--- src/common/core_pkg.sv ---
/*
 * Shared definitions for the integer execution back end: pipeline widths,
 * the ALU opcode set and the micro-op, operand and result bundles.
 */

package core_pkg;

  // bundle width, one micro-op per ALU lane
  localparam int LANE_COUNT = 3;

  localparam int XLEN = 32;
  localparam int REG_COUNT = 32;
  localparam int REG_INDEX_BITS = 5;

  // immediate is sign-extended to XLEN in the lane
  localparam int IMM_BITS = 12;

  // rs1 and rs2 for every lane
  localparam int READ_PORTS = 2 * LANE_COUNT;

  // edges from the issue strobe to the retire strobe
  localparam int RETIRE_LATENCY = 3;

  typedef logic [REG_INDEX_BITS-1:0] reg_index_t;
  typedef logic [XLEN-1:0] word_t;

  typedef enum logic [3:0] {
    op_add  = 4'd0,
    op_sub  = 4'd1,
    op_and  = 4'd2,
    op_or   = 4'd3,
    op_xor  = 4'd4,
    op_sll  = 4'd5,
    op_srl  = 4'd6,
    op_sra  = 4'd7,
    op_slt  = 4'd8,
    op_sltu = 4'd9
  } alu_op_e;

  // one decoded ALU micro-op
  typedef struct packed {
    logic                valid;
    alu_op_e             op;
    logic                use_imm;
    reg_index_t          rd;
    reg_index_t          rs1;
    reg_index_t          rs2;
    logic [IMM_BITS-1:0] imm;
  } uop_t;

  typedef uop_t [LANE_COUNT-1:0] uop_bundle_t;

  // lane input: the micro-op with its source values already read
  typedef struct packed {
    uop_t  uop;
    word_t src1;
    word_t src2;
  } operand_t;

  // write is low for results that must not update the register file
  typedef struct packed {
    logic       valid;
    logic       write;
    reg_index_t rd;
    word_t      data;
  } result_t;

  typedef result_t [LANE_COUNT-1:0] result_bundle_t;

endpackage

--- src/verilog/operand_read.sv ---
/*
 * Operand read stage. Captures an issued bundle, looks up its sources in
 * the register file and hands each lane its micro-op with both operands.
 */

`timescale 1ns/1ps

module operand_read
  import core_pkg::*;
(
  input  logic                        clock,
  input  logic                        reset,
  input  logic                        flush,
  input  logic                        issue_valid,
  input  uop_bundle_t                 issue_bundle,
  output reg_index_t [READ_PORTS-1:0] read_index,
  input  word_t      [READ_PORTS-1:0] read_data,
  output operand_t   [LANE_COUNT-1:0] lane_in
);

  uop_bundle_t bundle_q;

  // issue register
  // payload is taken every cycle, only the valids matter downstream
  always_ff @(posedge clock) begin
    bundle_q <= issue_bundle;
    if (reset) begin
      for (int i = 0; i < LANE_COUNT; i++) begin
        bundle_q[i].valid <= 1'b0;
      end
    end else begin
      for (int i = 0; i < LANE_COUNT; i++) begin
        bundle_q[i].valid <= issue_bundle[i].valid & issue_valid & ~flush;
      end
    end
  end

  // port 2i is rs1 of lane i, port 2i+1 its rs2
  always_comb begin
    for (int i = 0; i < LANE_COUNT; i++) begin
      read_index[2*i]   = bundle_q[i].rs1;
      read_index[2*i+1] = bundle_q[i].rs2;
    end
  end

  // operand register, one per lane
  always_ff @(posedge clock) begin
    for (int i = 0; i < LANE_COUNT; i++) begin
      lane_in[i].uop  <= bundle_q[i];
      lane_in[i].src1 <= read_data[2*i];
      lane_in[i].src2 <= read_data[2*i+1];
    end
    if (reset) begin
      for (int i = 0; i < LANE_COUNT; i++) begin
        lane_in[i].uop.valid <= 1'b0;
      end
    end else begin
      for (int i = 0; i < LANE_COUNT; i++) begin
        lane_in[i].uop.valid <= bundle_q[i].valid & ~flush;
      end
    end
  end

endmodule

--- config.mk ---
export PLATFORM = sky130hd
export DESIGN_NAME = operand_read
export DESIGN_NICKNAME = d
export VERILOG_FILES = /design/src/common/core_pkg.sv /design/src/verilog/operand_read.sv
export SDC_FILE = /design/constraint.sdc
export NUM_CORES = 1
export LEC_CHECK = 0
export BUFFER_PORTS_ARGS = -buffer_cell sky130_fd_sc_hd__buf_4
export CAP_MARGIN = 20
export CORE_AREA = 3 3 237 239
export DETAILED_ROUTE_END_ITERATION = 8
export DIE_AREA = 0 0 240 242
export PLACE_DENSITY = 0.42
export SLEW_MARGIN = 0
export SYNTH_ARGS = -nofsm -noshare
export SYNTH_HDL_FRONTEND = slang
export SYNTH_SLANG_ARGS = --single-unit
--- constraint.sdc ---
create_clock -name clock -period 0.8 [get_ports clock]
set_input_delay 0.12 -clock clock [delete_from_list [all_inputs] [get_ports clock]]
set_output_delay 0.12 -clock clock [all_outputs]
set_load 0.01 [all_outputs]
==> results of run 1 <==
synthesized netlist by cell type:
library cell	number	share of area (%)
nor3b_1	3	0.28
and4bb_2	3	0.46
dfxtp_1	390	96
buf_4	30	2.8
flip-flops by register name, indices dropped and copies added (netlist names):
name	count
lane_in	291
bundle_q	69
read_index	30
logic make-up (layout without fill, tap and decap cells):
| logic type | Yosys count | count (layout) | share of synthesized area [%] |
|---|---|---|---|
| AND/OR/NAND/NOR | 6 | 6 | 0.742 |
| buffers and inverters | 30 | 989 | 2.78 |
| flip-flops | 390 | 390 | 96.5 |
area by class of cell:
cell class | count | area, um^2 | area share (%)
Clock inverter | 12 | 148 | 0.762
Multi-Input combinational cell | 6 | 60.1 | 0.310
Clock buffer | 62 | 1270 | 6.56
Timing Repair Buffer | 915 | 8810 | 45.5
Tap cell | 696 | 871 | 4.50
Sequential cell | 390 | 8210 | 42.4
routing by layer:
layer / GRT usage [%] / wire length, um / vias to the layer above / part of all wire (%)
li1: - / - / 3160 / -
met1: 9.66 / 10200 / 3057 / 32
met2: 19.5 / 16800 / 388 / 53
met3: 4.55 / 3490 / 87 / 11
met4: 4.99 / 1280 / 2 / 4.0
met5: 0 / 14 / - / 0.044
stage by stage:
stage          TNS (ns)  util, %  power (mW)
6_report         -91.11     35.8        45.6
5_1_grt         -109.26     35.8        47.6
4_1_cts         -108.77     35.6        46.4
3_5_place_dp          0     24.7        24.2
3_3_place_gp          0     24.7        24.2
2_1_floorplan         0        -        21.7
cells in the final DEF (no fill, tap or decap):
cell type      count
clkbuf_1           9
clkinv_4           1
clkbuf_16         45
nor3b_1            3
dlygate4sd3_1    294
dfxtp_4            3
inv_6              1
and4bb_2           3
clkbuf_8           8
bufinv_16          3
clkinvlp_4         2
buf_6            321
buf_4            300
clkinv_2           5
dfxtp_2          312
dfxtp_1           75
power breakdown:
part | leakage (nW) | internal (mW) | total (mW) | switching, mW
clock | 0.694 | 12.0 | 19.7 | 7.72
sequential | 3.29 | 20.6 | 21.1 | 0.471
combinational | 4.63 | 3.35 | 4.77 | 1.42
what timing repair did:
action / in CTS / in global routing
resized for setup: 550 / 89
buffers inserted: 0 / 4
cloned: 0 / 0
endpoints found under the hold margin: 294 / 0
hold buffers: 294 / 0
endpoints found under the setup margin: 321 / 321
pin swaps: 0 / 0
final timing paths:
kind,startpoint,end,slack [ns],cells past startpoint
max,read_index[5]$_DFF_P_,read_index[5],-0.34,1
min,read_data[54],lane_in[22]$_DFF_P_,0.22,2
max reg2reg,bundle_q[98]$_SDFF_PP0_,lane_in[290]$_SDFF_PP0_,0.06,2
min reg2reg,bundle_q[38]$_DFF_P_,lane_in[166]$_DFF_P_,0.32,0
==> flow_summary_export.csv, run 1 <==
group,metric,value,unit
status,status,"finished with violations",
status,violations,"setup timing",
worst_hold_path,hold_class,"in2reg",
die,die-area,58100,um^2
timing,setup_viol,321,
synthesis,syn_area,8090,um^2
timing,min_period_over_period,142,%
clocking,cts_tree,"yes",
layout,drive_above_1_share,72.5,%
place,io_buffers,615,
timing,worst_slack,-0.337,ns
setup_path,slowest_delay,0.36,ns
global_route,antenna_found_initial,4,
timing,max_slew.worst_pin.slew,0.207,ns
global_route,grt_max_degree,14,
die,die_h,242,um
setup_path,path_delay_family,"flip-flops",
global_route,grt.total_usage,10.5,%
clocking,clk_pin_slew,0.06,ns
layout,syn2layout_area_growth,139,%
clocking,cts.sink_count,390,
setup_path,path_cells,"buf_6",
pwr,vdd_drop_max,1870,uV
layout,finalInstanceArea,19400,um^2
synthesis,synth_cell_types,4,
timing,max_freq,880,MHz
drt,drt-pass1-iter-count,4,
drt,drt_iter0_drc,114,
layout,nets,1651,
setup_path,crit_path_start_kind,"register",
die,core,54000,um^2
timing,clock_skew,0.00884,ns
layout,n_antenna_cell,0,
synthesis,synth.yosys.warnings,0,
setup_path,worstPathRequired,0.68,ns
setup_path,path_max_fanout,2,
global_route,grt_pass1_wl,45500,um
clocking,clock_tree.buffer_depth,3,
timing,relSlewSlack,86.2,%
synthesis,synthCells,426,
timing,slew_violations,0,
global_route,grt_pass1_vias,7501,
drt,post-route-drc-count,0,
timing,holdWs,0.222,ns
setup_path,crit_buf_inv,1,
clocking,clockRootBuffer,"clkbuf_16",
drt,wl,31800,um
pwr,power_density,2350,nW/um^2
place,dpl.hpwl,21500,um
synthesis,yosysSeqAreaShare,96.5,%
die,io_pins,616,
pwr,p_leak,8.61,nW
place,place_inst,1709,
layout,fin_cells,2081,
timing,hold_violations,0,
die,start_util,15.0,%
setup_path,end_kind,"output pin",
timing,rsz0062_at_grt,"yes",
setup_path,slowest_stage,"dfxtp_4",
setup_path,path_class,"reg2out",
place,dpl_cell_area,13400,um^2
die,fp.dieW,240,um
setup_path,arrival,1.02,ns
clocking,cts_buffers,43,
synthesis,synth_fp_nets,721,
place,place_congestion,0.792,
drt,routedWlPerCell,15.3,um
clocking,worstSkewPairLatency,0.54,ns
synthesis,ys_ff_latch,390,
timing,period_needed,1.14,ns
job,cap_violations,0,
drt,via_per_inst,3.22,
synthesis,avgSynthCellArea,19.0,um^2
die,num_rows,85,
drt,vias,6694,
layout,num-fill-cells,5100,
clocking,h-tree-depth,2,
place,pre_cts_slack,0.139,ns
drt,ant_nets,0,
global_route,grt-ovfl-total,0,
Power figures use the tool's default switching activity.
==> run 2, diff against run 1 <==
CORE_AREA = 4 4 238 240   (was 3 3 237 239)
DIE_AREA = 0 0 242 244   (was 0 0 240 242)
==> run 2 against run 1 <==
The flow still finishes with violations (setup timing). Design area up 0.41%. Combinational power about the same. Clock skew up 0.0066 ns. Sequential share of layout area down 0.21 points. Critical path type unchanged. Largest power group unchanged. Highest routed layer is now met4.
==> flow_summary_export.csv, run 2 (same netlist as run 1, synthesis figures left out) <==
group,metric,value,unit
layout,layout_commonest_cell,"buf_6",
drt,via_per_inst,3.21,
setup_path,rr_endpoint,"lane_in[193]$_SDFF_PP0_",
timing,slew_violations,0,
global_route,antenna_found_initial,4,
die,die_h,244,um
timing,worst_slack,-0.328,ns
place,place_inst,1717,
drt,drt_iter0_drc,93,
pwr,power_frac_clock,44.3,%
setup_path,path_depth,1,
layout,syn2layout_area_growth,140,%
pwr,power_density,2390,nW/um^2
timing,min_period_over_period,141,%
pwr,pwr-share-seq,45.5,%
clocking,clk_pin_slew,0.06,ns
global_route,grt-ovfl-total,0,
setup_path,crit_buf_inv,1,
timing,holdWs,0.214,ns
die,fp.dieW,242,um
die,start_util,14.8,%
worst_hold_path,hold_class,"in2reg",
pwr,p_int,36.7,mW
place,pre_cts_slack,0.120,ns
clocking,worstSkewPairLatency,0.55,ns
timing,period_needed,1.13,ns
global_route,grt.total_usage,10.4,%
pwr,comb_power_share,10.3,%
timing,hold_violations,0,
status,status,"finished with violations",
clocking,cts.sink_count,390,
setup_path,path_max_fanout,2,
timing,setup_viol,321,
setup_path,arrival,1.01,ns
clocking,h-tree-depth,2,
layout,utilization,35.6,%
timing,fin_setup_tns,-92.11,ns
drt,wl,32300,um
pwr,power,46.4,mW
layout,nets,1650,
layout,fin_cells,2092,
job,cap_violations,0,
setup_path,end_kind,"output pin",
setup_path,path_class,"reg2out",
place,io_buffers,615,
pwr,vdd_drop_max,1600,uV
timing,clock_skew,0.0154,ns
layout,finalInstanceArea,19400,um^2
place,dpl_cell_area,13400,um^2
setup_path,r2r-start,"bundle_q[65]$_SDFF_PP0_",
die,core,54700,um^2
clocking,cts_buffers,43,
setup_path,slowest_stage,"dfxtp_4",
timing,max_slew.worst_pin.slew,0.234,ns
die,num_rows,86,
global_route,grt_pass1_wl,46500,um
setup_path,path_cells,"buf_6",
layout,most-common-layout-cells,"321 x buf_6, 312 x dfxtp_2, 299 x buf_4",
layout,num-fill-cells,5125,
setup_path,r2r_slack,0.10,ns
pwr,swShare,21.0,%
global_route,grt_max_degree,14,
timing,max_freq,887,MHz
die,io_pins,616,
drt,ant_nets,0,
setup_path,ff2ff_path_depth,2,
worst_hold_path,hold_end,"read_index[21]$_DFF_P_",
status,violations,"setup timing",
pwr,p_leak,8.64,nW
drt,vias,6706,
layout,largest_register,"lane_in",
setup_path,crit_path_start_kind,"register",
setup_path,worstPathRequired,0.68,ns
clocking,cts_tree,"yes",
die,die-area,59000,um^2
clocking,clock_tree.buffer_depth,3,
layout,largest_reg_flops,291,
place,place_congestion,0.776,
drt,drt-pass1-iter-count,4,
drt,post-route-drc-count,0,
place,dpl.hpwl,22200,um
timing,relSlewSlack,84.4,%
worst_hold_path,whs_path_depth,2,
drt,routedWlPerCell,15.4,um
layout,drive_above_1_share,72.7,%
global_route,grt_pass1_vias,7663,
worst_hold_path,hold_start,"issue_bundle[84]",
clocking,clockRootBuffer,"clkbuf_16",
setup_path,slowest_delay,0.36,ns
timing,rsz0062_at_grt,"yes",
pwr,switching_power,9.74,mW
setup_path,path_delay_family,"flip-flops",
run 2: cell count changes in the layout (fill, tap and decap cells not counted), moves of 2 or more:
cell        previous run  this run
bufinv_16              3         5
clkbuf_1               9         5
clkinv_2               5         7
clkinvlp_4             2         5
dfxtp_1               75        77
dfxtp_4                3         1
run 2: final cells by class:
class / instances / area (um^2) / share of cell area (%)
Antenna cell: 1 / 2.50 / 0.0129
Clock buffer: 59 / 1270 / 6.52
Clock inverter: 18 / 231 / 1.19
Multi-Input combinational cell: 6 / 60.1 / 0.309
Sequential cell: 390 / 8200 / 42.2
Tap cell: 704 / 881 / 4.53
Timing Repair Buffer: 914 / 8800 / 45.3
run 2: worst max path at each step:
| stage | from | endpoint | slack [ns] |
|---|---|---|---|
| 2_1_floorplan | read_index[0]$_DFF_P_ | read_index[0] | 0.27 |
| 3_3_place_gp | read_index[11]$_DFF_P_ | read_index[11] | 0.11 |
| 3_5_place_dp | read_index[11]$_DFF_P_ | read_index[11] | 0.12 |
| 4_1_cts | lane_in[193]$_SDFF_PP0_ | lane_in[193] | -0.39 |
| 5_1_grt | read_index[11]$_DFF_P_ | read_index[11] | -0.38 |
| 6_report | read_index[11]$_DFF_P_ | read_index[11] | -0.33 |
run 2: routing by layer:
layer | wire [um] | GRT usage, %
met1 | 10400 | 9.57
met2 | 17500 | 19.7
met3 | 3230 | 4.71
met4 | 1130 | 4.29
met5 | 0 | 0
run 2: what timing repair did:
item	4_1_cts	5_1_grt
resized for setup	542	93
cloned	0	0
endpoints found under the setup margin	321	321
setup buffers	2	1
endpoints found under the hold margin	294	0
hold buffers	294	0
run 2: power groups by stage:
stage                     sequential, mW  clock (mW)  combinational [mW]
final                               21.1        20.5                4.77
after global routing                21.2        22.1                5.03
after CTS                           21.1        21.4                4.79
after detailed placement            21.2           0                3.06
after global placement              21.2           0                3.06
after floorplan                     21.6           0               0.161
